## src/logic/execPkg.sv

```systemverilog
package execPkg;

    localparam int dataWidth = 32;                  // operand and result width

    // operation class coming out of the opcode decoder
    typedef enum logic [3:0] {
        opDc     = 4'd0,                             // r-type, funct decides
        addI,
        subI,
        orI,
        andI,
        xorI,
        norI,
        adduI,
        subuI,
        multuI,
        sltI,
        sltIu,
        mulOp    = 4'd12,                            // special2 group
        sebSehOp = 4'd13                             // special3 bshfl group
    } aluOpE;

    // control code seen by the datapath
    typedef enum logic [4:0] {
        ctlAdd   = 5'd0,
        ctlAddu,
        ctlSub,
        ctlMult,
        ctlMultu,
        ctlAnd,
        ctlOr,
        ctlNor,
        ctlXor,
        ctlSll,
        ctlSrl,
        ctlSllv,
        ctlSlt,
        ctlMovn,
        ctlMovz,
        ctlRotrv,
        ctlSra,
        ctlSrav,
        ctlSltu,
        ctlMul,
        ctlMadd,
        ctlMsub,
        ctlSebSeh,
        ctlMfhi,
        ctlMflo,
        ctlMthi,
        ctlMtlo  = 5'd26
    } aluCtrlE;

    // primary opcodes
    localparam logic [5:0] opSpecial  = 6'b000000;
    localparam logic [5:0] opSpecial2 = 6'b011100;
    localparam logic [5:0] opSpecial3 = 6'b011111;
    localparam logic [5:0] opAddi     = 6'b001000;
    localparam logic [5:0] opAddiu    = 6'b001001;
    localparam logic [5:0] opSlti     = 6'b001010;
    localparam logic [5:0] opSltiu    = 6'b001011;
    localparam logic [5:0] opAndi     = 6'b001100;
    localparam logic [5:0] opOri      = 6'b001101;
    localparam logic [5:0] opXori     = 6'b001110;

    // special function fields
    localparam logic [5:0] fnAdd   = 6'b100000;
    localparam logic [5:0] fnAddu  = 6'b100001;
    localparam logic [5:0] fnSub   = 6'b100010;
    localparam logic [5:0] fnMult  = 6'b011000;
    localparam logic [5:0] fnMultu = 6'b011001;
    localparam logic [5:0] fnAnd   = 6'b100100;
    localparam logic [5:0] fnOr    = 6'b100101;
    localparam logic [5:0] fnNor   = 6'b100111;
    localparam logic [5:0] fnXor   = 6'b100110;
    localparam logic [5:0] fnSll   = 6'b000000;
    localparam logic [5:0] fnSrl   = 6'b000010;
    localparam logic [5:0] fnSllv  = 6'b000100;
    localparam logic [5:0] fnSlt   = 6'b101010;
    localparam logic [5:0] fnMovn  = 6'b001011;
    localparam logic [5:0] fnMovz  = 6'b001010;
    localparam logic [5:0] fnRotrv = 6'b000110;
    localparam logic [5:0] fnSra   = 6'b000011;
    localparam logic [5:0] fnSrav  = 6'b000111;
    localparam logic [5:0] fnSltu  = 6'b101011;
    localparam logic [5:0] fnMfhi  = 6'b010000;
    localparam logic [5:0] fnMflo  = 6'b010010;
    localparam logic [5:0] fnMthi  = 6'b010001;
    localparam logic [5:0] fnMtlo  = 6'b010011;
    // special2 and special3 function fields
    localparam logic [5:0] fnMul   = 6'b000010;
    localparam logic [5:0] fnMadd  = 6'b000000;
    localparam logic [5:0] fnMsub  = 6'b000100;
    localparam logic [5:0] fnBshfl = 6'b100000;

    // bshfl sub-op in the sa field
    localparam logic [4:0] saSeb = 5'b10000;
    localparam logic [4:0] saSeh = 5'b11000;

endpackage
```

## src/logic/resultStage.sv

```systemverilog
`timescale 1ns/1ps

module resultStage import execPkg::*; (
    input  logic                 clk,
    input  logic                 rstN,
    input  logic                 instrValid,
    input  logic                 illegalOp,
    input  aluCtrlE              aluCtrl,
    input  logic [dataWidth-1:0] aluResult,
    input  logic [dataWidth-1:0] mulLow,
    input  logic                 moveTaken,
    output logic [dataWidth-1:0] result,
    output logic                 regWrite,
    output logic                 illegal,
    output logic                 resultValid
);

    logic writesReg;

    always_comb begin
        case (aluCtrl)
            ctlMult, ctlMultu, ctlMadd,
            ctlMsub, ctlMthi, ctlMtlo: writesReg = 1'b0;   // only hi/lo change
            ctlMovn, ctlMovz:          writesReg = moveTaken;
            default:                   writesReg = 1'b1;
        endcase
    end

    always_ff @(posedge clk or negedge rstN) begin
        if (!rstN) begin
            result      <= '0;
            regWrite    <= 1'b0;
            illegal     <= 1'b0;
            resultValid <= 1'b0;
        end else begin
            resultValid <= instrValid;
            regWrite    <= instrValid && writesReg && !illegalOp;
            illegal     <= instrValid && illegalOp;
            if (instrValid) begin
                result <= (aluCtrl == ctlMul) ? mulLow : aluResult;
            end
        end
    end

endmodule

```

## config.mk

```make
export PLATFORM = sky130hd
export DESIGN_NAME = resultStage
export DESIGN_NICKNAME = d
export VERILOG_FILES = /design/src/logic/execPkg.sv /design/src/logic/resultStage.sv
export SDC_FILE = /design/constraint.sdc
export NUM_CORES = 1
export LEC_CHECK = 0
export BUFFER_PORTS_ARGS = -buffer_cell sky130_fd_sc_hd__buf_2
export CAP_MARGIN = 5
export CORE_ASPECT_RATIO = 1.5
export CORE_MARGIN = 1
export CORE_UTILIZATION = 44
export DETAILED_ROUTE_END_ITERATION = 16
export PLACE_DENSITY = 0.77
export SYNTH_ARGS = -nofsm -noshare
export SYNTH_HDL_FRONTEND = slang
export SYNTH_SLANG_ARGS = --single-unit
```

## constraint.sdc

```tcl
create_clock -name clk -period 0.8 [get_ports clk]
set_input_delay 0.16 -clock clk [delete_from_list [all_inputs] [get_ports clk]]
set_output_delay 0.16 -clock clk [all_outputs]
set_load 0.02 [all_outputs]
```

# Yosys cells after proc, flatten, opt, wreduce, memory -nomap -nowiden

Index checks and enable logic that the tools add are counted.

Memory bits (read-only): 0
Word-level logic and storage cells: 21
Flip-flop bits (word level): 35
Latch bits: 0
Memories kept: 0
Input bits: 74
Output and inout bits: 35
Bits in writable memories: 0

$mul: 0
$add $sub $neg: 0
Multiplexer cells: 2
Bitwise logic cells: 0
Divide/modulo/power cells: 0
Shifts and indexed selects: 0
Reductions and logical operators: 6
Magnitude comparators: 0
Equal/unequal tests: 9

Operators with widths:

| cell                                                | number |
|---|---|
| 2-to-1 mux 32 bit                                   | 1 |
| equality test 5 bit, second input constant          | 5 |
| equality test 5 x 4 -> 1 bit, second input constant | 2 |
| OR reduction 6 bit                                  | 1 |
| equality test 5 x 2 -> 1 bit, second input constant | 1 |
| equality test 5 x 3 -> 1 bit, second input constant | 1 |
| logical AND 1 bit                                   | 3 |
| case mux 1 bit (2 select lines)                     | 1 |
| OR reduction 2 bit                                  | 1 |
| zero test 1 bit                                     | 1 |

# Longest topological paths before layout

Depth after elaboration: 5
Gate-level depth with buffers: 4
Gate-level depth less buffers: 3

# Worst setup path after synthesis

Ideal clock, no wire load.

Path kind: input port to flip-flop
Start point: in aluCtrl[2]
End point: reg result[18]
Setup time: 0.077 ns
Data required time: 0.723 ns
Buffers on the path: 1
Stages on the path: 4
Data arrival time: 0.896 ns
Path slack: -0.174 ns
Cell sequence: nand4b_4 > buf_6 > o31a_1 > a21oi_1

Longest elaborated chain between the ends: 2

RTL lines:

| item                 | line              | source |
|---|---|---|
| start, declared      | resultStage.sv:8  | `input aluCtrlE aluCtrl,` |
| equality test 5 bit  | resultStage.sv:40 | `result <= (aluCtrl == ctlMul) ? mulLow : aluResult;` |
| 2-to-1 mux 32 bit    | resultStage.sv:40 |  |
| end signal, assigned | resultStage.sv:40 |  |
| end, declared        | resultStage.sv:12 | `output logic [dataWidth-1:0] result,` |

Every way passes these cells.
A chain may end at the register's enable or synchronous reset.

# Final worst setup path

Start point: reg result[1]
End point: out result[1]

No word-level cell between the ends.

==> impl_summary.log <==
INFO  metric dp_slack = -400 ps
INFO  metric max_freq = around 1000 MHz
INFO  metric yosysTopAreaCell = dfrtp_1
INFO  metric ys_warn_count = 0
INFO  metric leading_cell_type_in_the_layout_fill_and_taps_excluded = buf_2
INFO  metric gr-max-usage-layer = met2
INFO  metric die_height = a little over 80 µm
INFO  metric detailroute.via_count = ~2.1k
INFO  metric synth_cell_type_count = 21
INFO  metric hold_violations = 0
INFO  metric syn-cell-area = between 1500 and 2000 µm²
INFO  metric synth_top_area_share = 45.4%
INFO  metric setup_viol = 65
INFO  metric critPathCaptureType = output pin
INFO  metric final_nets = about 420
INFO  metric start_util = between 40% and 50%
INFO  metric timing.reg2reg.setup_slack = -70 ps
INFO  metric delay_heaviest_family_cp = flip-flops
INFO  metric grt_antenna_before_repair = 0
INFO  metric final_core_util = between 70% and 80%
INFO  metric grt_start_max_net_pins = 65
INFO  metric grt_overflow_total = 0
INFO  metric port_buffers = ~110
INFO  metric grtUsageMet1 = 26.6%
INFO  metric layout-area-overhead-vs-synth = 63.2%
INFO  metric track_usage = 22.3%
INFO  metric max_slew.worst_pin.slew = around 270 ps
INFO  metric clock_latency = about 280 ps
INFO  metric reg2regPathDepth = 4
INFO  metric final.setup.tns = -6660 ps
INFO  metric cts_made_buffers = 5
INFO  metric crit_path_max_incr_delay = roughly 410 ps
INFO  metric yosys-top-cells-area = dfrtp_1 (45%), o31a_1 (13%), a21oi_1 (8.6%)
INFO  metric timing.final.crit_period = 991 ps
INFO  metric dpl.hpwl = about 3300 µm
INFO  metric count_of_h_tree_levels_built_during_cts = 2
INFO  metric static-leakage-power = between 1.5 and 2 nW
INFO  metric postSynthRegisterBits = 35
INFO  metric min_path_cells = 2
INFO  metric routabilityCongestion = between 0.8 and 0.9
INFO  metric power_density = roughly 1700 nW/µm²
INFO  metric cp_slowest_cell = dfrtp_1
INFO  metric drt_pass1_iterations = 5
INFO  metric min_delay_worst_endpoint = illegal
INFO  metric crit_path_max_fanout = 2
INFO  metric die_width = between 50 and 60 µm
INFO  metric period_utilization_post_route = 124%
INFO  metric row_count = 29
INFO  metric mappedNetlistNets = 301
INFO  metric finClkSkew = 0 ps
INFO  metric detail_route.vias_per_cell = between 5 and 6
INFO  metric crit_chain = buf_6
INFO  metric route.antenna.remaining_nets = 0
INFO  metric violations = negative setup slack
INFO  metric worst-path-buf-inv = 1
INFO  metric wire_length_of_the_first_global_routing_pass = ~8400 µm
INFO  metric r2r-start = result[16]
INFO  metric origin_of_the_worst_min_delay_path = illegalOp
INFO  metric use_met2 = 38.0%
INFO  metric core_region_area = between 4000 and 5000 µm²
INFO  metric hold_ws = ~120 ps
INFO  metric clkSinkCount = 35
INFO  metric syn_avg_cell_area = 8.50 µm²
INFO  metric cts_tree = built
INFO  metric antenna_diode_instance_count = 0
INFO  metric groute.layer.met3.usage = roughly 4%
INFO  metric critPathArrivalTime = roughly 830 ps
INFO  metric crit_required = around 640 ps
INFO  metric min_path_type = in -> reg
INFO  metric post_synthesis_sequential_area_ratio = between 40 and 50%
INFO  metric routed_wl = between 5000 and 6000 µm
INFO  metric syn-instance-count = roughly 230
INFO  metric timing.final.ws_setup = -191 ps
INFO  metric r2r_endpoint = result[16]
INFO  metric post-route-drc-count = 0
INFO  metric drv_slew = 0
INFO  metric number_of_violations_reported_at_the_end_of_detailed_routing_iteration_0 = 99
INFO  metric num_io_pins = 109
INFO  metric maxSlewHeadroom = 81.6%
INFO  metric final_cell_mix = buf_2 (72), dfrtp_1 (35), buf_6 (35), inv_1 (33), nor2_1 (31)
INFO  metric setup_repair_after_global_routing_missed_its_margin = true
INFO  metric max_cap_violations = 0
INFO  metric worst-setup-path-type = reg -> out
INFO  metric wl_per_cell = 13.6 µm
INFO  metric floorplan.die_area = about 4700 µm²
INFO  metric first_global_vias = just under 2k
INFO  metric clk_root_buffer_cell = clkbuf_8
INFO  metric critical_path.startpoint_type = register
INFO  metric max-vdd-ir-drop = about 0.0014 V
INFO  metric clock_tree.buffer_depth = 2
INFO  metric outcome = finished, violations left
INFO  metric clk_pin_slew = roughly 70 ps
INFO  metric drive_above_1_share = approximately 48%
registers in the layout, summed over array words and instances (netlist names):
| signal | count |
|---|---|
| illegal | 1 |
| resultValid | 1 |
| result | 32 |
| regWrite | 1 |
final cells by class:
type	count	area [µm²]
timing repair buffer	135	1060
fill	325	1060
multi-input combinational	139	911
sequential	35	876
inverter	33	124
clock buffer	6	82.6
tap	46	57.6
clock inverter	2	35.0
worst max path at each step:
stage	from	to	cells past startpoint
after detailed placement	aluCtrl[2]	result[16]	5
after global routing	result[1]	result[1]	1
after global placement	aluCtrl[2]	result[14]	5
after floorplan	aluCtrl[2]	result[18]	4
after CTS	result[1]	result[1]	1
final	result[1]	result[1]	1
worst register-to-register path, stage by stage (launching register included):
cell and delay (ps):
dfrtp_1 390, buf_4 130, buf_4 130, nor2_4 70, a21oi_2 40
what timing repair did:
item,4_1_cts,5_1_grt
endpoints found under the setup margin,67,67
pin swaps,0,0
endpoints found under the hold margin,35,0
setup buffers,8,7
resized for setup,74,22
hold buffers,1,0
stage by stage:
step	std cells	total power [mW]	instance area, µm²
CTS	389	5.13	3020
detailed placement	372	3.18	2600
global route	396	5.44	3150
floorplan	227	2.64	1930
finish	396	5.21	3150
global placement	372	3.16	2600
cells by family (layout without fill, tap and decap cells):
kind of cell / count (synthesis) / count (layout) / share of synthesized area, %
buffers and inverters: 53 / 176 / 11.7
flip-flops: 35 / 35 / 45.4
AO/OA/AOI/OAI: 99 / 99 / 32.6
AND/OR/NAND/NOR: 39 / 39 / 9.92
XOR/XNOR: 1 / 1 / 0.454
metal layers:
layer / vias to the layer above / share of wire, %
met4: 0 / 2.2
met5: - / 0
li1: 1017 / -
met1: 991 / 40
met2: 68 / 53
met3: 10 / 4.2
where the power goes:
group	internal, mW	total, mW	leakage [nW]	switching [mW]
clock network	1.01	1.64	0.0612	0.634
registers	1.93	2.06	0.395	0.124
logic	0.798	1.51	1.10	0.715
cell usage after synthesis:
cell type,instances
o2111a_1,1
a21oi_1,33
nor3b_1,1
and2b_1,1
clkbuf_1,13
xor2_1,1
and4bb_2,1
inv_1,33
nor2_1,32
and2_1,1
o31a_1,29
buf_6,3
nand4b_4,1
dfrtp_1,35
buf_1,1
nor2b_1,1
o211ai_1,1
o31a_2,3
or2b_1,1
o21ai_0,32
buf_2,3
Power figures use the tool's default switching activity.
