--- src/logic/execPkg.sv ---
package execPkg;

    localparam int dataWidth = 32;                  // operand and result width

    // operation class coming out of the opcode decoder
    typedef enum logic [3:0] {
        opDc     = 4'd0,                             // r-type, funct decides
        addI,
        subI,
        orI,
        andI,
        xorI,
        norI,
        adduI,
        subuI,
        multuI,
        sltI,
        sltIu,
        mulOp    = 4'd12,                            // special2 group
        sebSehOp = 4'd13                             // special3 bshfl group
    } aluOpE;

    // control code seen by the datapath
    typedef enum logic [4:0] {
        ctlAdd   = 5'd0,
        ctlAddu,
        ctlSub,
        ctlMult,
        ctlMultu,
        ctlAnd,
        ctlOr,
        ctlNor,
        ctlXor,
        ctlSll,
        ctlSrl,
        ctlSllv,
        ctlSlt,
        ctlMovn,
        ctlMovz,
        ctlRotrv,
        ctlSra,
        ctlSrav,
        ctlSltu,
        ctlMul,
        ctlMadd,
        ctlMsub,
        ctlSebSeh,
        ctlMfhi,
        ctlMflo,
        ctlMthi,
        ctlMtlo  = 5'd26
    } aluCtrlE;

    // primary opcodes
    localparam logic [5:0] opSpecial  = 6'b000000;
    localparam logic [5:0] opSpecial2 = 6'b011100;
    localparam logic [5:0] opSpecial3 = 6'b011111;
    localparam logic [5:0] opAddi     = 6'b001000;
    localparam logic [5:0] opAddiu    = 6'b001001;
    localparam logic [5:0] opSlti     = 6'b001010;
    localparam logic [5:0] opSltiu    = 6'b001011;
    localparam logic [5:0] opAndi     = 6'b001100;
    localparam logic [5:0] opOri      = 6'b001101;
    localparam logic [5:0] opXori     = 6'b001110;

    // special function fields
    localparam logic [5:0] fnAdd   = 6'b100000;
    localparam logic [5:0] fnAddu  = 6'b100001;
    localparam logic [5:0] fnSub   = 6'b100010;
    localparam logic [5:0] fnMult  = 6'b011000;
    localparam logic [5:0] fnMultu = 6'b011001;
    localparam logic [5:0] fnAnd   = 6'b100100;
    localparam logic [5:0] fnOr    = 6'b100101;
    localparam logic [5:0] fnNor   = 6'b100111;
    localparam logic [5:0] fnXor   = 6'b100110;
    localparam logic [5:0] fnSll   = 6'b000000;
    localparam logic [5:0] fnSrl   = 6'b000010;
    localparam logic [5:0] fnSllv  = 6'b000100;
    localparam logic [5:0] fnSlt   = 6'b101010;
    localparam logic [5:0] fnMovn  = 6'b001011;
    localparam logic [5:0] fnMovz  = 6'b001010;
    localparam logic [5:0] fnRotrv = 6'b000110;
    localparam logic [5:0] fnSra   = 6'b000011;
    localparam logic [5:0] fnSrav  = 6'b000111;
    localparam logic [5:0] fnSltu  = 6'b101011;
    localparam logic [5:0] fnMfhi  = 6'b010000;
    localparam logic [5:0] fnMflo  = 6'b010010;
    localparam logic [5:0] fnMthi  = 6'b010001;
    localparam logic [5:0] fnMtlo  = 6'b010011;
    // special2 and special3 function fields
    localparam logic [5:0] fnMul   = 6'b000010;
    localparam logic [5:0] fnMadd  = 6'b000000;
    localparam logic [5:0] fnMsub  = 6'b000100;
    localparam logic [5:0] fnBshfl = 6'b100000;

    // bshfl sub-op in the sa field
    localparam logic [4:0] saSeb = 5'b10000;
    localparam logic [4:0] saSeh = 5'b11000;

endpackage
--- src/logic/aluController.sv ---
`timescale 1ns/1ps

module aluController import execPkg::*; (
    input  aluOpE      aluOp,
    input  logic [5:0] funct,
    output aluCtrlE    aluCtrl
);

    always_comb begin
        aluCtrl = ctlAdd;
        if (aluOp == opDc) begin
            case (funct)                                // funct picks the r-type op
                fnAdd:   aluCtrl = ctlAdd;
                fnAddu:  aluCtrl = ctlAddu;
                fnSub:   aluCtrl = ctlSub;
                fnMult:  aluCtrl = ctlMult;
                fnMultu: aluCtrl = ctlMultu;
                fnAnd:   aluCtrl = ctlAnd;
                fnOr:    aluCtrl = ctlOr;
                fnNor:   aluCtrl = ctlNor;
                fnXor:   aluCtrl = ctlXor;
                fnSll:   aluCtrl = ctlSll;
                fnSrl:   aluCtrl = ctlSrl;
                fnSllv:  aluCtrl = ctlSllv;
                fnSlt:   aluCtrl = ctlSlt;
                fnMovn:  aluCtrl = ctlMovn;
                fnMovz:  aluCtrl = ctlMovz;
                fnRotrv: aluCtrl = ctlRotrv;
                fnSra:   aluCtrl = ctlSra;
                fnSrav:  aluCtrl = ctlSrav;
                fnSltu:  aluCtrl = ctlSltu;
                fnMfhi:  aluCtrl = ctlMfhi;
                fnMflo:  aluCtrl = ctlMflo;
                fnMthi:  aluCtrl = ctlMthi;
                fnMtlo:  aluCtrl = ctlMtlo;
                default: aluCtrl = ctlAdd;              // unknown funct acts as add
            endcase
        end else begin
            case (aluOp)
                addI:   aluCtrl = ctlAdd;
                subI:   aluCtrl = ctlSub;
                orI:    aluCtrl = ctlOr;
                andI:   aluCtrl = ctlAnd;
                xorI:   aluCtrl = ctlXor;
                norI:   aluCtrl = ctlNor;
                adduI:  aluCtrl = ctlAddu;
                subuI:  aluCtrl = ctlSub;
                multuI: aluCtrl = ctlMultu;
                sltI:   aluCtrl = ctlSlt;
                sltIu:  aluCtrl = ctlSltu;              // unsigned compare for sltiu
                mulOp: begin
                    if (funct == fnMul) begin
                        aluCtrl = ctlMul;
                    end else if (funct == fnMadd) begin
                        aluCtrl = ctlMadd;
                    end else if (funct == fnMsub) begin
                        aluCtrl = ctlMsub;
                    end else begin
                        aluCtrl = ctlAdd;
                    end
                end
                sebSehOp: begin
                    // only bshfl lives in special3 here
                    aluCtrl = (funct == fnBshfl) ? ctlSebSeh : ctlAdd;
                end
                default: aluCtrl = ctlAdd;
            endcase
        end
    end

endmodule

--- config.mk ---
export PLATFORM = sky130hd
export DESIGN_NAME = aluController
export DESIGN_NICKNAME = d
export VERILOG_FILES = /design/src/logic/execPkg.sv /design/src/logic/aluController.sv
export SDC_FILE = /design/constraint.sdc
export NUM_CORES = 1
export LEC_CHECK = 0
export ABC_AREA = 1
export CAP_MARGIN = 10
export CORE_AREA = 2 2 39 41
export DETAILED_ROUTE_END_ITERATION = 7
export DIE_AREA = 0 0 41 43
export DONT_BUFFER_PORTS = 1
export GPL_TIMING_DRIVEN = 0
export PLACE_DENSITY = 0.69
export SETUP_SLACK_MARGIN = 0.1
export SYNTH_ARGS = -nofsm -noshare
export SYNTH_HDL_FRONTEND = slang
export SYNTH_SLANG_ARGS = --single-unit
--- constraint.sdc ---
create_clock -name vclk -period 2.9
set_clock_uncertainty 0.05 [all_clocks]
set_input_delay 0.29 -clock vclk [all_inputs]
set_output_delay 0.29 -clock vclk [all_outputs]
set_load 0.01 [all_outputs]
Word level (Yosys, flattened, before mapping)
Memory sizes are Yosys's and may differ from the RTL's.
Cells that the tools add are included.
{ "totals": {"n_memories": 1, "in_bits": 10, "register_bits": 0, "out_inout_bits": 5, "elab_cells": 25, "latch_bits": 0, "romBits": 320, "ramBits": 0} }
{ "classes": {"reduce_logical": 3, "shifts": 0, "n_mux": 6, "eq_ne": 15, "bitwise_logic": 0, "div": 0, "mul": 0, "n_addsub": 0, "n_lt_le_gt_ge": 0} }
{ "mem_list": {"columns": ["memory", "depth", "word_bits", "read_ports", "rd_ports_with_merged_regs", "write_ports", "line", "rtl"], "rows": [
  ["(no name shown)", 64, 5, 1, 0, 0, "aluController.sv:12", "case (funct)"]
]} }
{ "ops": {"columns": ["cell", "count"], "rows": [
  ["5-bit case mux with 11 select lines", 1],
  ["5-bit two-way mux", 5],
  ["4-bit == test (second input constant)", 6],
  ["4-bit by 3-bit == test with 1-bit output (second input constant)", 4],
  ["4-bit by 2-bit == test with 1-bit output (second input constant)", 2],
  ["6-bit by 2-bit == test with 1-bit output (second input constant)", 1],
  ["6-bit by 3-bit == test with 1-bit output (second input constant)", 1],
  ["6-bit == test (second input constant)", 1],
  ["6-bit zero test", 1],
  ["4-bit zero test", 1],
  ["2-bit OR reduction", 1]
]} }

Logic depth before layout (Yosys ltp)
Gate-level depths: netlist of run 1.
{ "logic_depth": {"word_depth": 6, "mapped_depth": 10, "mapped_depth_nobuf": 10} }

Worst setup path after synthesis of run 1
Ideal clock, no wire load.
{ "synth_path": {"path_type": "input port to output port", "start": "in funct[0]", "end": "out aluCtrl[0]", "slack_ns": 1.437, "t_arrival_ns": 1.123, "path_stages": 8, "required_time_ns": 2.560, "path_buffers": 0, "cell_sequence": "inv_1 > ha_1 > nand2_1 > nor2_2 > nand3_2 > o21ai_1 > nor2_1 > nand2_1"} }
{ "synth_between": {"elab_chain_len": 6, "word_cells_on_any_way": 9, "classes_between": "2 x eq/ne; 5 x mux; 1 x reduce/logical; 1 x memory"} }
{ "synth_lines": {"columns": ["item", "line", "rtl"], "rows": [
  ["start, declared", "aluController.sv:5", "input logic [5:0] funct,"],
  ["6-bit by 3-bit == test with 1-bit output", "aluController.sv:56", "end else if (funct == fnMsub) begin"],
  ["5-bit two-way mux", "aluController.sv:56", null],
  ["5-bit two-way mux", "aluController.sv:54", "end else if (funct == fnMadd) begin"],
  ["5-bit two-way mux", "aluController.sv:52", "if (funct == fnMul) begin"],
  ["5-bit case mux with 11 select lines", "aluController.sv:39", "case (aluOp)"],
  ["5-bit two-way mux *", "aluController.sv:11", "if (aluOp == opDc) begin"],
  ["end, declared", "aluController.sv:6", "output aluCtrlE aluCtrl"]
]} }
Mark *: on every way between the ends. The rest lies on a longest branch, timed or not.

Worst setup path in the final report of run 1
Ends and elaborated chain as after synthesis.

==> results of run 1 <==
[cells by family (layout without fill, tap and decap cells)]
family,after synthesis,after routing
buffers and inverters,18,18
adders and majority gates,6,6
and+or+nand+nor,92,92
AOI/OAI and AO/OA,10,10
[worst max path at each step]
stage                            end  slack (ps)  cells after the start
final                     aluCtrl[0]        1300                      8
after global routing      aluCtrl[1]        1170                      8
after CTS                 aluCtrl[0]        1290                      8
after detailed placement  aluCtrl[0]        1300                      8
after global placement    aluCtrl[0]        1290                      8
after floorplan           aluCtrl[0]        1440                      8
[layer usage]
metal	track usage [%]	up-vias	wire, µm
met3	1.05	0	123
li1	-	397	-
met4	0	0	0
met2	27.2	29	631
met5	0	-	0
met1	25.9	308	649
[report_power, final]
group          leakage, nW  internal, mW  switching [mW]  total, mW
Combinational        0.372        0.0201          0.0398     0.0600
Sequential               0             0               0          0
Clock                    0             0               0          0
Total                0.372        0.0201          0.0398     0.0600
[cell usage in the layout, fill, tap and decap left out, types with 2 or more instances in the layout]
master   instances
o21ai_0          6
nand3_1         16
nor2_1          19
nor2_2           3
inv_2            4
ha_1             6
nand2_1         47
nand4_1          2
inv_1           13
[area by class of cell]
type,instances,area [µm²],share of cell area [%]
well taps,16,20.0,3.23
multi-input cells,108,532,85.7
plain buffers,1,5.00,0.806
inverters,17,63.8,10.3
==> flow_summary.ini, run 1 <==
[status]
outcome = completed

[sta]
finalCritPeriodShare_pct = 55.2
setup-violations-final = 0
min_period_ps = 1600
fin_ws_ps = 1300
drv_slew = 0
slew_headroom_pct = 79.5
finalSetupTns_ps = 0
achievable-frequency_mhz = 625
whs_ps = 706
hold_violations = 0
rsz0062_at_grt = no
tightest_slew_ps = 306

[route]
drt_first_pass_iters = 4
ant_nets = 0
viasPerCell = 5.17
wl_per_cell_um = 9.88
wirelength_um = 1400
drcViolationCount = 0
drt_iter0_drc = 31
vias = 734

[layout]
regArea_um2 = 0
fin_area_um2 = 621
nets = 144
n_antenna_cell = 0
n_fill_cell = 154
drive_gt1_share_pct = 8.73
final_core_util_pct = 44.8
nClkBuffers = 0
n_sequential_cell = 0
final_cells = 142
area.growth.synth_to_final_pct = 3.33

[synth]
syn-num-nets = 142
seq_area_frac_synth_pct = 0
synth_area_um2 = 601
synth_top_family_by_area = simple AND/OR/NAND/NOR gates
synthMuxAreaShare_pct = 0
synth.distinct_cells = 19
avgSynthCellArea_um2 = 4.77
yosys-top-cells-area = nand2_1, nand3_1, ha_1
synth-compound-area-share_pct = 8.96
ys_warn_count = 0
netlist.area_leader.share_pct = 29.4
synth.most_common_cell = nand2_1
synthCells = 126
synth_fa_ha_area_share_pct = 12.5
synth_xor_xnor_area_share_pct = 0
synth_common_cells = nand2_1, nor2_1, nand3_1, inv_1
yosys.area_share.simple_pct = 67.1
yosysTopAreaCell = nand2_1

[worst_hold_path]
holdPathStages = 2
min_from = aluOp[2]
hold_path_class = in -> out
hold_end = aluCtrl[3]

[setup_path]
crit_path_max_fanout = 6
cp_slowest_cell = ha_1
cp_data_required_time_ps = 2560
cp-start-kind = input pin
critPathCaptureType = primary output
crit_arrival_ps = 1260
critPathBufInv = 1
crit_family = simple AND/OR/NAND/NOR gates
startpoint = funct[0]
criticalPathCategory = in -> out
cpPeakStageDelay_ps = 240
path_cells = inv_1 -> ha_1 -> nand2_1 -> nor2_2 -> nand3_2 -> o21ai_1 -> nor2_1 -> nand2_1
crit_top_cell = nand2_1

[die]
io-pin-count = 15
core_area_mm2 = 0.00138
fp.dieW_um = 41
die_area_mm2 = 0.00176
rows = 14
die-height_um = 43
initial_utilization_pct = 43.4

[place]
place.gp.congestion = 0.893
dp_cells = 142
numPortBuffers = 0
place_ws_ps = 1300
hpwl_um = 1190
place_area_um2 = 621

[run]
maxCapViolations = 0

[grt]
grt_util_all_layers_pct = 17.1
grt_pass1_vias = 577
grt_first_pass_wirelength_um = 2280
overflow = 0
grt_max_degree = 11
antenna_found_initial = 0

[power]
p_leak_nw = 0.372
total_power_mw = 0.0600
vdd_drop_max_v = 0.0000389
power_density_mw_per_mm2 = 96.6

[cts]
hold_buffers = 0
post_cts_resized = 0
post-cts-setup-buffer-count = 0
Power figures use the tool's default switching activity.
==> inputs of run 2 (changes only) <==
--- a/config.mk
+++ b/config.mk
@@ -5,14 +5,14 @@
 export SDC_FILE = /design/constraint.sdc
 export NUM_CORES = 1
 export LEC_CHECK = 0
-export ABC_AREA = 1
+export ABC_AREA = 0
 export CAP_MARGIN = 10
 export CORE_AREA = 2 2 39 41
 export DETAILED_ROUTE_END_ITERATION = 7
 export DIE_AREA = 0 0 41 43
 export DONT_BUFFER_PORTS = 1
 export GPL_TIMING_DRIVEN = 0
-export PLACE_DENSITY = 0.69
+export PLACE_DENSITY = 0.72
 export SETUP_SLACK_MARGIN = 0.1
 export SYNTH_ARGS = -nofsm -noshare
 export SYNTH_HDL_FRONTEND = slang
==> constraint.sdc (replaced) <==
create_clock -name vclk -period 1.48
set_clock_uncertainty 0.05 [all_clocks]
set_input_delay 0.148 -clock vclk [all_inputs]
set_output_delay 0.148 -clock vclk [all_outputs]
set_load 0.01 [all_outputs]
==> run 2 against run 1 <==
Compared with the run above:
- the run now ends with setup timing left
- flip-flop and latch count unchanged
- synthesized area increased by 6.2%
- worst hold slack got worse by 200 ps
- sequential share of layout area unchanged
- critical endpoint is now aluCtrl[2]
- largest power group unchanged
==> flow_summary.ini, run 2 <==
[die]
initial_utilization_pct = 46.1
core_area_mm2 = 0.00138
fp.dieW_um = 41
die-height_um = 43
io-pin-count = 15
die_area_mm2 = 0.00176
rows = 14

[synth]
avgSynthCellArea_um2 = 6.65
synth_area_um2 = 638
ys_warn_count = 0
seq_area_frac_synth_pct = 0
synth.distinct_cells = 39
netlist.area_leader.share_pct = 11.8
yosys-top-cells-area = ha_1, nor2_1, nor2b_1
synth_common_cells = nor2_1, buf_2, ha_1, nand2_1
synth.most_common_cell = nor2_1
synthCells = 96
yosysTopAreaCell = ha_1
syn-num-nets = 112

[power]
power_density_mw_per_mm2 = 230
p_int_mw = 0.0827
combPwrFrac_pct = 100.0
p_leak_nw = 0.278
p_sw_mw = 0.106
vdd_drop_max_v = 0.000120
switching_share_pct = 56.2
power.share.clock_pct = 0
seq_power_share_pct = 0

[sta]
rsz0062_at_grt = yes
drv_slew = 0
finalSetupTns_ps = -67.2
tightest_slew_ps = 426
min_period_ps = 1530
slew_headroom_pct = 71.5
fin_ws_ps = -46.3
hold_violations = 0
finalCritPeriodShare_pct = 103
setup-violations-final = 2
achievable-frequency_mhz = 655

[layout]
drive_gt1_share_pct = 31.0
n_sequential_cell = 0
n_antenna_cell = 0
regArea_um2 = 0
final_core_util_pct = 59.3
layout_common_cells = nor2_1, nand2_1, buf_2, a21oi_1
area.growth.synth_to_final_pct = 28.6
layout_commonest_cell = nor2_1
nClkBuffers = 0
nets = 118

[setup_path]
cp_data_required_time_ps = 1280
cp_slowest_cell = or3b_4
cp-start-kind = input pin
cpPeakStageDelay_ps = 390
path_cells = clkinv_16 -> ha_4 -> or3b_4 -> or2_1 -> a221oi_2 -> nand3_1
criticalPathCategory = in -> out
crit_family = simple AND/OR/NAND/NOR gates
critPathBufInv = 1
crit_arrival_ps = 1330
critPathCaptureType = primary output
crit_path_max_fanout = 5

[status]
violations = setup timing
outcome = finished with violations

[grt]
grt_util_all_layers_pct = 22.1
antenna_found_initial = 0
grt_first_pass_wirelength_um = 2900
grt_max_degree = 11
grt_pass1_vias = 667
overflow = 0

[route]
drt_first_pass_iters = 4
ant_nets = 0
drcViolationCount = 0
wirelength_um = 1880
vias = 729
wl_per_cell_um = 16.2
drt_iter0_drc = 9
viasPerCell = 6.28

[place]
place.gp.congestion = 0.775
hpwl_um = 1260
numPortBuffers = 0

[run]
maxCapViolations = 0

[worst_hold_path]
hold_path_class = in -> out

[cts]
hold_buffers = 0
-- run 2: cell types whose count changed in the layout (fill, tap and decap cells not counted), sizes merged, moves of 3 or more --
| cell | change |
|---|---|
| buf | +9 |
| a21oi | +4 |
| nor2 | -13 |
| nor2b | +5 |
| inv | -14 |
| nand2 | -41 |
| nand3 | -15 |
| a211oi | +4 |
| nand2b | +3 |
-- run 2: layer usage --
layer	vias to the layer above	wire, µm	global-route usage (%)
li1	360	-	-
met1	334	763	30.1
met2	33	933	36.3
met3	2	169	3.14
met4	0	17	2.67
met5	-	0	0
-- run 2: path summary, 6_finish.rpt --
check,startpoint,endpoint,slack (ps),cells past startpoint
min,funct[4],aluCtrl[2],510,3
max,funct[0],aluCtrl[2],-50,6
-- run 2: power by group through the flow --
stage               sequential, mW  clock (mW)  combinational (mW)
floorplan                        0           0               0.124
global placement                 0           0               0.147
detailed placement               0           0               0.149
CTS                              0           0               0.164
global route                     0           0               0.207
finish                           0           0               0.189
-- run 2: layout make-up --
cell class	count	area, µm²
plain buffers	8	45.0
repair buffers	4	30.0
inverters	5	48.8
fillers	140	563
multi-input cells	83	677
well taps	16	20.0
-- run 2: timing repair --
item,4_1_cts,5_1_grt
gates resized for setup,16,10
buffers inserted,3,1
pin swaps,1,9
endpoints found under the setup margin,4,4
-- run 2: kinds of logic after synthesis --
| kind of cell | after synthesis | synth area share [%] |
|---|---|---|
| buf+inv | 13 | 8.82 |
| xor+xnor | 3 | 4.12 |
| fa+ha+maj | 6 | 11.8 |
| simple gates | 43 | 38.4 |
| mux | 3 | 4.90 |
| compound gates | 28 | 32.0 |
-- run 2: per-stage QoR --
step | hold WS (ps) | power, mW | std cells | cell area [µm²] | worst slack, ps
final | 510 | 0.189 | 116 | 821 | -46.3
after global routing | 544 | 0.207 | 116 | 821 | -81.6
after CTS | 515 | 0.164 | 115 | 747 | -48.6
after detailed placement | 516 | 0.149 | 112 | 676 | -168
after global placement | 505 | 0.147 | 112 | 676 | -166
after floorplan | 451 | 0.124 | 96 | 656 | -11.7
