==> src/logic/execPkg.sv <==
package execPkg;

    localparam int dataWidth = 32;                  // operand and result width

    // operation class coming out of the opcode decoder
    typedef enum logic [3:0] {
        opDc     = 4'd0,                             // r-type, funct decides
        addI,
        subI,
        orI,
        andI,
        xorI,
        norI,
        adduI,
        subuI,
        multuI,
        sltI,
        sltIu,
        mulOp    = 4'd12,                            // special2 group
        sebSehOp = 4'd13                             // special3 bshfl group
    } aluOpE;

    // control code seen by the datapath
    typedef enum logic [4:0] {
        ctlAdd   = 5'd0,
        ctlAddu,
        ctlSub,
        ctlMult,
        ctlMultu,
        ctlAnd,
        ctlOr,
        ctlNor,
        ctlXor,
        ctlSll,
        ctlSrl,
        ctlSllv,
        ctlSlt,
        ctlMovn,
        ctlMovz,
        ctlRotrv,
        ctlSra,
        ctlSrav,
        ctlSltu,
        ctlMul,
        ctlMadd,
        ctlMsub,
        ctlSebSeh,
        ctlMfhi,
        ctlMflo,
        ctlMthi,
        ctlMtlo  = 5'd26
    } aluCtrlE;

    // primary opcodes
    localparam logic [5:0] opSpecial  = 6'b000000;
    localparam logic [5:0] opSpecial2 = 6'b011100;
    localparam logic [5:0] opSpecial3 = 6'b011111;
    localparam logic [5:0] opAddi     = 6'b001000;
    localparam logic [5:0] opAddiu    = 6'b001001;
    localparam logic [5:0] opSlti     = 6'b001010;
    localparam logic [5:0] opSltiu    = 6'b001011;
    localparam logic [5:0] opAndi     = 6'b001100;
    localparam logic [5:0] opOri      = 6'b001101;
    localparam logic [5:0] opXori     = 6'b001110;

    // special function fields
    localparam logic [5:0] fnAdd   = 6'b100000;
    localparam logic [5:0] fnAddu  = 6'b100001;
    localparam logic [5:0] fnSub   = 6'b100010;
    localparam logic [5:0] fnMult  = 6'b011000;
    localparam logic [5:0] fnMultu = 6'b011001;
    localparam logic [5:0] fnAnd   = 6'b100100;
    localparam logic [5:0] fnOr    = 6'b100101;
    localparam logic [5:0] fnNor   = 6'b100111;
    localparam logic [5:0] fnXor   = 6'b100110;
    localparam logic [5:0] fnSll   = 6'b000000;
    localparam logic [5:0] fnSrl   = 6'b000010;
    localparam logic [5:0] fnSllv  = 6'b000100;
    localparam logic [5:0] fnSlt   = 6'b101010;
    localparam logic [5:0] fnMovn  = 6'b001011;
    localparam logic [5:0] fnMovz  = 6'b001010;
    localparam logic [5:0] fnRotrv = 6'b000110;
    localparam logic [5:0] fnSra   = 6'b000011;
    localparam logic [5:0] fnSrav  = 6'b000111;
    localparam logic [5:0] fnSltu  = 6'b101011;
    localparam logic [5:0] fnMfhi  = 6'b010000;
    localparam logic [5:0] fnMflo  = 6'b010010;
    localparam logic [5:0] fnMthi  = 6'b010001;
    localparam logic [5:0] fnMtlo  = 6'b010011;
    // special2 and special3 function fields
    localparam logic [5:0] fnMul   = 6'b000010;
    localparam logic [5:0] fnMadd  = 6'b000000;
    localparam logic [5:0] fnMsub  = 6'b000100;
    localparam logic [5:0] fnBshfl = 6'b100000;

    // bshfl sub-op in the sa field
    localparam logic [4:0] saSeb = 5'b10000;
    localparam logic [4:0] saSeh = 5'b11000;

endpackage
==> src/logic/opDecoder.sv <==
`timescale 1ns/1ps

module opDecoder import execPkg::*; (
    input  logic [dataWidth-1:0] instr,
    input  logic [dataWidth-1:0] rtValue,
    output aluOpE                aluOp,
    output logic [dataWidth-1:0] opB,
    output logic                 illegalOp
);

    logic [5:0]           opcode;
    logic [15:0]          imm;
    logic [dataWidth-1:0] immSext;
    logic [dataWidth-1:0] immZext;

    assign opcode  = instr[31:26];
    assign imm     = instr[15:0];
    assign immSext = {{(dataWidth-16){imm[15]}}, imm};
    assign immZext = {{(dataWidth-16){1'b0}}, imm};     // logical immediates

    always_comb begin
        aluOp     = opDc;
        opB       = rtValue;                            // register forms use rt
        illegalOp = 1'b0;
        case (opcode)
            opSpecial:  aluOp = opDc;
            opSpecial2: aluOp = mulOp;
            opSpecial3: aluOp = sebSehOp;
            opAddi: begin
                aluOp = addI;
                opB   = immSext;
            end
            opAddiu: begin
                aluOp = adduI;
                opB   = immSext;
            end
            opSlti: begin
                aluOp = sltI;
                opB   = immSext;
            end
            opSltiu: begin
                aluOp = sltIu;
                opB   = immSext;                        // extended signed, compared unsigned
            end
            opAndi: begin
                aluOp = andI;
                opB   = immZext;
            end
            opOri: begin
                aluOp = orI;
                opB   = immZext;
            end
            opXori: begin
                aluOp = xorI;
                opB   = immZext;
            end
            default: begin
                // plain add class so funct can never reach HI/LO
                aluOp     = addI;
                illegalOp = 1'b1;
            end
        endcase
    end

endmodule

==> config.mk <==
export PLATFORM = sky130hd
export DESIGN_NAME = opDecoder
export DESIGN_NICKNAME = d
export VERILOG_FILES = /design/src/logic/execPkg.sv /design/src/logic/opDecoder.sv
export SDC_FILE = /design/constraint.sdc
export NUM_CORES = 1
export LEC_CHECK = 0
export BUFFER_PORTS_ARGS = -buffer_cell sky130_fd_sc_hd__buf_2
export CELL_PAD_IN_SITES_DETAIL_PLACEMENT = 0
export CELL_PAD_IN_SITES_GLOBAL_PLACEMENT = 1
export CORE_AREA = 4 4 62 64
export DETAILED_ROUTE_END_ITERATION = 8
export DIE_AREA = 0 0 66 68
export PLACE_DENSITY_LB_ADDON = 0.1
export SYNTH_ARGS = -nofsm -noshare
export SYNTH_HDL_FRONTEND = slang
export SYNTH_SLANG_ARGS = --single-unit
==> constraint.sdc <==
create_clock -name vclk -period 4.7
set_clock_uncertainty 0.1 [all_clocks]
set_input_delay 0.94 -clock vclk [all_inputs]
set_output_delay 0.94 -clock vclk [all_outputs]
set_load 0.005 [all_outputs]
### Word-level counts from Yosys, hierarchy flattened

Cells that the tools add are included.

| operators by class | value |
|---|---|
| reductions and logical operators | 4 |
| equal/unequal tests | 9 |
| multiplexer cells | 3 |

Operators by type and width:

| operator | count |
|---|---|
| 32-bit one-hot mux with 2 select lines | 1 |
| 6-bit by 4-bit equality test with 1-bit output (second input constant) | 7 |
| 4-bit one-hot mux with 9 select lines | 1 |
| 6-bit by 5-bit equality test with 1-bit output (second input constant) | 2 |
| 10-bit OR reduction | 1 |
| 6-bit zero test | 1 |
| 4-bit OR reduction | 1 |
| 3-bit OR reduction | 1 |
| 1-bit 2-to-1 mux | 1 |

| storage, ports and cells | value |
|---|---|
| input port bits | 64 |
| bits in registers | 0 |
| output and inout port bits | 37 |
| word-level logic and storage cells | 16 |

### Depth between registers and ports, before layout

Gate-level depths: netlist of run 1.

| depth | value |
|---|---|
| word-level depth | 3 |
| mapped depth | 4 |
| depth with buffers taken out | 3 |

### Worst setup path after synthesis of run 1

OpenSTA, ideal clock, no wires.

| timing path | value |
|---|---|
| path type | input port to output port |
| start point | in instr[31] |
| end point | out opB[0] |
| data arrival time | 1.955 ns |
| stages | 4 |
| buffers on the path | 1 |
| setup slack | 1.705 ns |
| required time | 3.660 ns |
| path through | nand2b_4 -> a311o_4 -> buf_6 -> mux2_4 |

| on the way | value |
|---|---|
| cells in the longest elaborated chain, start to end | 3 |
| elaborated cells on any way between the ends | 10 |
| those cells by class | eq/ne: 7; mux: 1; reduce/logical: 2 |

Ends and longest elaborated chain:

| element | line | text |
|---|---|---|
| start: declaration | opDecoder.sv:4 | `input logic [dataWidth-1:0] instr,` |
| 6-bit by 4-bit equality test with 1-bit output | opDecoder.sv:25 | `case (opcode)` |
| 4-bit OR reduction (no line) or 3-bit OR reduction (tied branches) | -- |  |
| 32-bit one-hot mux with 2 select lines * | opDecoder.sv:25 |  |
| end: declaration | opDecoder.sv:7 | `output logic [dataWidth-1:0] opB,` |

Mark *: on every way between the ends. The rest lies on a longest branch, timed or not.

### Worst setup path after layout of run 1

| timing path | value |
|---|---|
| start point | in instr[31] |
| end point | out opB[7] |

Same word-level chain as after synthesis.

==> key figures, run 1 <==
Timing
  • Final Cycle Share: 71.0%
  • # setup viols final: 0
  • Slew Limit Fails: 0
  • Final min period: 3340 ps
  • Achievable Freq: 0.300 GHz
  • Slew at the pin with the worst max-slew slack: 758 ps
  • Hold_ws: 2040 ps
  • Final setup TNS: 0 ps
  • RSZ-0062 raised after global routing: false
  • Hold Violations, Final: 0
  • Final worst slack: 1360 ps
  • Max_slew headroom: 49.3%

Yosys
  • Syn Nets: 129
  • Share of the synthesized area in the top cell type: 36.0%
  • Netlist Area Pre-Place: 584 µm²
  • Sequential share of the synthesized area: 0%
  • Main area contributors after synthesis: mux2_4, a21o_1, nor4b_4, buf_6, mux2_2
  • Yosys top cell by area: mux2_4
  • Cells after Synth: 65
  • Synth unique cells: 23
  • Syn avg cell area: 8.99 µm²
  • Warnings from Yosys: 0

Route
  • Via Count: 825
  • Violation count after the first detailed-route iteration: 15
  • DRC Markers: 0
  • Drt total wl: 2150 µm
  • Vias per std cell: 4.23
  • DR WL met2: 1020 µm
  • Drt pass-1 iters: 4
  • WL met1: 804 µm
  • WL met3: 329 µm
  • Routed len/inst: 11.0 µm
  • ANT nets after route: 0
  • Top Layer Used: met3

CTS
  • Setup repair bufs after CTS: 0
  • Post-CTS Hold Buffers: 0
  • Post_cts resized: 0

Die
  • # IOs: 101
  • Die Wd: 66 µm
  • Initial core utilization: 17.8%
  • Num rows: 21
  • Chip height: 68 µm
  • Die area: 4490 µm²
  • Core area: 3280 µm²

Power
  • Switching Share: 38.8%
  • Clock power frac: 0%
  • Flop pwr share: 0%
  • Leakage power total: 0.000684 µW
  • Comb power frac: 100.0%
  • Int Power: 54.0 µW
  • Net Sw Power: 34.2 µW
  • VDD IR-drop max: 0.0000227 V
  • Final Power: 88.3 µW
  • Pwr/cell area: 83.7 nW/µm²

Finish
  • Layout cells sized above 1: 73.8%
  • P&R area growth vs syn: 80.5%
  • Multi-input logic area: 538 µm²
  • Layout fillers: 360
  • Most common cell after layout, fill and taps aside: buf_2
  • Commonest non-fill, non-tap cells in the layout: buf_2, a21o_1, mux2_4, nor2_1
  • Final Non-Filler Cells: 195
  • Nets: 215
  • Antenna cells: 0
  • Register area: 0 µm²
  • Clkbuf count: 0
  • Seq cells: 0

Setup path
  • Worst path cell trace: buf_2 -> nand2b_4 -> a311o_4 -> mux2_4 -> buf_2
  • Max FO, Critical Path: 32
  • Setup crit end kind: output pin
  • Crit path arrival time: 2300 ps
  • CP most frequent cell: buf_2
  • Crit-path max cell delay: 570 ps
  • Type of origin of the critical path: primary input
  • Crit path required time: 3660 ps
  • CP Class: primary input to output pin
  • CP max-delay cell: a311o_4

Worst hold path
  • Hold depth: 3
  • Hold WC Path Type: primary input to output pin

GRT
  • Aggregate global-route resource usage: 8.48%
  • Global-route wire length before repair: 3160 µm
  • Pin count of the biggest net entering global routing: 33
  • Number of global-route vias before repair: 755
  • Initial antenna violation count: 0
  • GRT Residual Overflow: 0

Placement
  • I/O Buffers: 91
  • Placed Cells: 195
  • Routability cong.: 0.643
  • Post-Place Setup Slack: 1350 ps
  • Hpwl dp: 1860 µm

Flow run
  • Max Cap Viol: 0

Status
  • Status: finished clean
## worst paths after layout
path | from | endpoint
worst max-delay path | instr[31] | opB[7]
worst min-delay path | rtValue[29] | opB[29]
## through the flow
| stage | area, µm² | util [%] |
|---|---|---|
| 2_1_floorplan | 584 | - |
| 3_3_place_gp | 1050 | 32.1 |
| 4_1_cts | 1050 | 32.1 |
| 6_report | 1050 | 32.1 |
| 3_5_place_dp | 1050 | 32.1 |
| 5_1_grt | 1050 | 32.1 |
## critical path, delay by kind of cell
kind / cells / cell delay [ps]
AO/OA/AOI/OAI: 1 / 570
multiplexers: 1 / 360
buffers and inverters: 2 / 240
AND/OR/NAND/NOR: 1 / 170
## cell type report
cell class / count / area share (%)
tap: 46 / 5.46
timing repair buffer: 91 / 43.2
multi-input combinational: 57 / 51.0
inverter: 1 / 0.356
## cell families after synthesis
| kind of cell | count (synthesis) | synth area share, % |
|---|---|---|
| xor+xnor | 1 | 1.50 |
| buf+inv | 8 | 7.92 |
| compound gates | 26 | 34.3 |
| simple gates | 14 | 16.5 |
| mux | 16 | 39.8 |
## power by group through the flow
stage | Combinational (µW) | Sequential (µW) | Clock, µW
after CTS | 90.4 | 0 | 0
after floorplan | 44.3 | 0 | 0
after global routing | 97.7 | 0 | 0
after detailed placement | 90.0 | 0 | 0
final | 88.3 | 0 | 0
after global placement | 89.3 | 0 | 0
## Yosys cell counts
cell type / instances
nand2b_4: 1
or3_1: 1
nor2_1: 3
buf_2: 1
clkbuf_1: 4
a2111oi_0: 1
inv_1: 1
nand2_1: 2
mux2_2: 2
o21ai_0: 2
buf_6: 2
nand3_1: 2
nor4b_4: 1
a31oi_1: 1
a311o_4: 1
nor3_1: 2
nand4_1: 1
mux2_4: 14
xor2_1: 1
nor3b_1: 1
a311oi_1: 2
a21o_1: 17
a21oi_1: 2
## routing by layer
| layer | vias up | GRT usage, % |
|---|---|---|
| met5 | - | 0 |
| met4 | 0 | 0 |
| met1 | 351 | 9.50 |
| met2 | 56 | 16.9 |
| li1 | 418 | - |
| met3 | 0 | 2.30 |
Note: power is estimated with default switching activity, not from simulation.
==> inputs of run 2 (changes only) <==
--- a/config.mk
+++ b/config.mk
@@ -8,9 +8,9 @@
 export BUFFER_PORTS_ARGS = -buffer_cell sky130_fd_sc_hd__buf_2
 export CELL_PAD_IN_SITES_DETAIL_PLACEMENT = 0
 export CELL_PAD_IN_SITES_GLOBAL_PLACEMENT = 1
-export CORE_AREA = 4 4 62 64
+export CORE_AREA = 4 4 68 70
 export DETAILED_ROUTE_END_ITERATION = 8
-export DIE_AREA = 0 0 66 68
+export DIE_AREA = 0 0 72 74
 export PLACE_DENSITY_LB_ADDON = 0.1
 export SYNTH_ARGS = -nofsm -noshare
 export SYNTH_HDL_FRONTEND = slang
==> constraint.sdc (replaced) <==
create_clock -name vclk -period 2.9
set_clock_uncertainty 0.1 [all_clocks]
set_input_delay 0.58 -clock vclk [all_inputs]
set_output_delay 0.58 -clock vclk [all_outputs]
set_load 0.005 [all_outputs]
==> key figures, run 2 (same netlist as run 1, synthesis figures left out) <==
Setup path
  • Crit path max-delay family: compound AO/OA/AOI/OAI gates
  • Crit-path max cell delay: 570 ps (about the same)
  • Worst Setup SP: instr[31]
  • Worst path cell trace: buf_2 -> nand2b_4 -> a311o_4 -> mux2_4 -> buf_2
  • Type of origin of the critical path: primary input
  • Crit path required time: 2220 ps (-1440 ps)
  • Max FO, Critical Path: 32 (unchanged)
  • CP Class: primary input to output pin
  • Cell depth of the worst setup path: 5 (unchanged)
  • Crit path to: opB[3]
  • Setup crit end kind: output pin
  • CP most frequent cell: buf_2
  • CP max-delay cell: a311o_4
  • Crit path arrival time: 1940 ps (-360 ps)
  • Buf+Inv Stages, Crit Path: 2 (unchanged)

Timing
  • Slew at the pin with the worst max-slew slack: 525 ps (-233 ps)
  • Final Cycle Share: 90.4%
  • # setup viols final: 0 (unchanged)
  • Slew Limit Fails: 0 (unchanged)
  • Final min period: 2620 ps
  • Max_slew headroom: 65.0% (+16 points)
  • RSZ-0062 raised after global routing: false
  • Hold Violations, Final: 0 (unchanged)
  • Final setup TNS: 0 ps (unchanged)
  • Achievable Freq: 0.381 GHz

Power
  • VDD IR-drop max: 0.0000401 V (+77%)
  • Switching Share: 39.0% (+0.20 points)
  • Comb power frac: 100.0% (about the same)
  • Pwr/cell area: 135 nW/µm² (+61%)
  • Clock power frac: 0% (unchanged)
  • Leakage power total: 0.000690 µW (+0.79%)
  • Int Power: 87.9 µW (+63%)
  • Flop pwr share: 0% (unchanged)
  • Net Sw Power: 56.1 µW (+64%)

GRT
  • Pin count of the biggest net entering global routing: 33 (unchanged)
  • Global-route wire length before repair: 3410 µm (+7.8%)
  • Most used routing layer in global routing: met2
  • M2 GR Usage: 15.5% (-1.4 points)
  • Number of global-route vias before repair: 824 (+9.1%)
  • GRT Residual Overflow: 0 (unchanged)
  • Met3 usage: 2.16% (-0.14 points)
  • Aggregate global-route resource usage: 7.52% (-0.95 points)
  • Met1 usage in global routing: 7.97% (-1.5 points)
  • Initial antenna violation count: 0 (unchanged)

Finish
  • Register area: 0 µm² (unchanged)
  • Util after Layout: 26.9% (-5.2 points)
  • P&R area growth vs syn: 82.7%
  • Seq cells: 0 (unchanged)
  • Multi-input logic area: 538 µm² (unchanged)
  • Clkbuf count: 0 (unchanged)
  • Most common cell after layout, fill and taps aside: buf_2
  • Nets: 216 (+0.47%)
  • Antenna cells: 0 (unchanged)
  • Layout cells sized above 1: 74.0% (+0.17 points)
  • Commonest non-fill, non-tap cells in the layout: buf_2, a21o_1, mux2_4, nor2_1
  • Layout fillers: 447 (+24%)

CTS
  • Post_cts resized: 0 (unchanged)
  • Setup repair bufs after CTS: 0 (unchanged)
  • Post-CTS Hold Buffers: 0 (unchanged)

Die
  • Core area: 3970 µm² (+21%)
  • Chip height: 74 µm (+8.8%)
  • # IOs: 101 (unchanged)
  • Die Wd: 72 µm (+9.1%)
  • Die area: 5330 µm² (+19%)
  • Num rows: 23 (+9.5%)
  • Initial core utilization: 14.7% (-3.1 points)

Placement
  • I/O Buffers: 91 (unchanged)
  • Routability cong.: 0.713 (+11%)
  • Hpwl dp: 1900 µm (+2.5%)

Route
  • Routed len/inst: 11.2 µm (+1.4%)
  • Via Count: 858 (+4.0%)
  • Drt pass-1 iters: 4 (unchanged)
  • ANT nets after route: 0 (unchanged)
  • Drt total wl: 2240 µm (+4.0%)
  • Violation count after the first detailed-route iteration: 24 (+9)
  • DRC Markers: 0 (unchanged)
  • Vias per std cell: 4.29 (+1.4%)

Status
  • Status: finished clean

Worst hold path
  • Hold WC Path Type: primary input to output pin
  • Hold depth: 3 (unchanged)

Flow run
  • Max Cap Viol: 0 (unchanged)
## run 2: changes by cell type in the layout (fill, tap and decap cells not counted)
cell | previous run | this run
buf_4 | 0 | 1
## run 2: how the worst min path moves through the flow
stage                 from  endpoint  slack (ps)
4_1_cts        rtValue[17]   opB[17]        1320
3_3_place_gp   rtValue[16]   opB[16]        1320
2_1_floorplan    instr[26]  aluOp[2]        1140
3_5_place_dp   rtValue[17]   opB[17]        1320
5_1_grt        rtValue[17]   opB[17]        1330
6_report       rtValue[17]   opB[17]        1320
## run 2: per-layer routing
metal | routed length, µm | vias up
li1 | - | 419
met1 | 802 | 377
met2 | 1080 | 62
met3 | 350 | 0
met4 | 0 | 0
met5 | 0 | -
## run 2: cell type report
cell class / instances / share of cell area (%)
multi-input cells: 57 / 50.4
repair buffers: 92 / 43.4
inverters: 1 / 0.352
well taps: 50 / 5.86
## run 2: power by group through the flow
stage / logic, µW / clock network, µW / registers [µW]
2_1_floorplan: 71.8 / 0 / 0
3_3_place_gp: 146 / 0 / 0
3_5_place_dp: 147 / 0 / 0
4_1_cts: 147 / 0 / 0
5_1_grt: 160 / 0 / 0
6_report: 144 / 0 / 0
## run 2: per-stage QoR
stage / cell area [µm²] / power (µW) / std cells / hold WS [ps] / setup slack [ps]
2_1_floorplan: 584 / 71.8 / 65 / 1140 / 625
3_3_place_gp: 1070 / 146 / 200 / 1320 / 276
3_5_place_dp: 1070 / 147 / 200 / 1320 / 265
4_1_cts: 1070 / 147 / 200 / 1320 / 262
5_1_grt: 1070 / 160 / 200 / 1330 / 221
6_report: 1070 / 144 / 200 / 1320 / 279
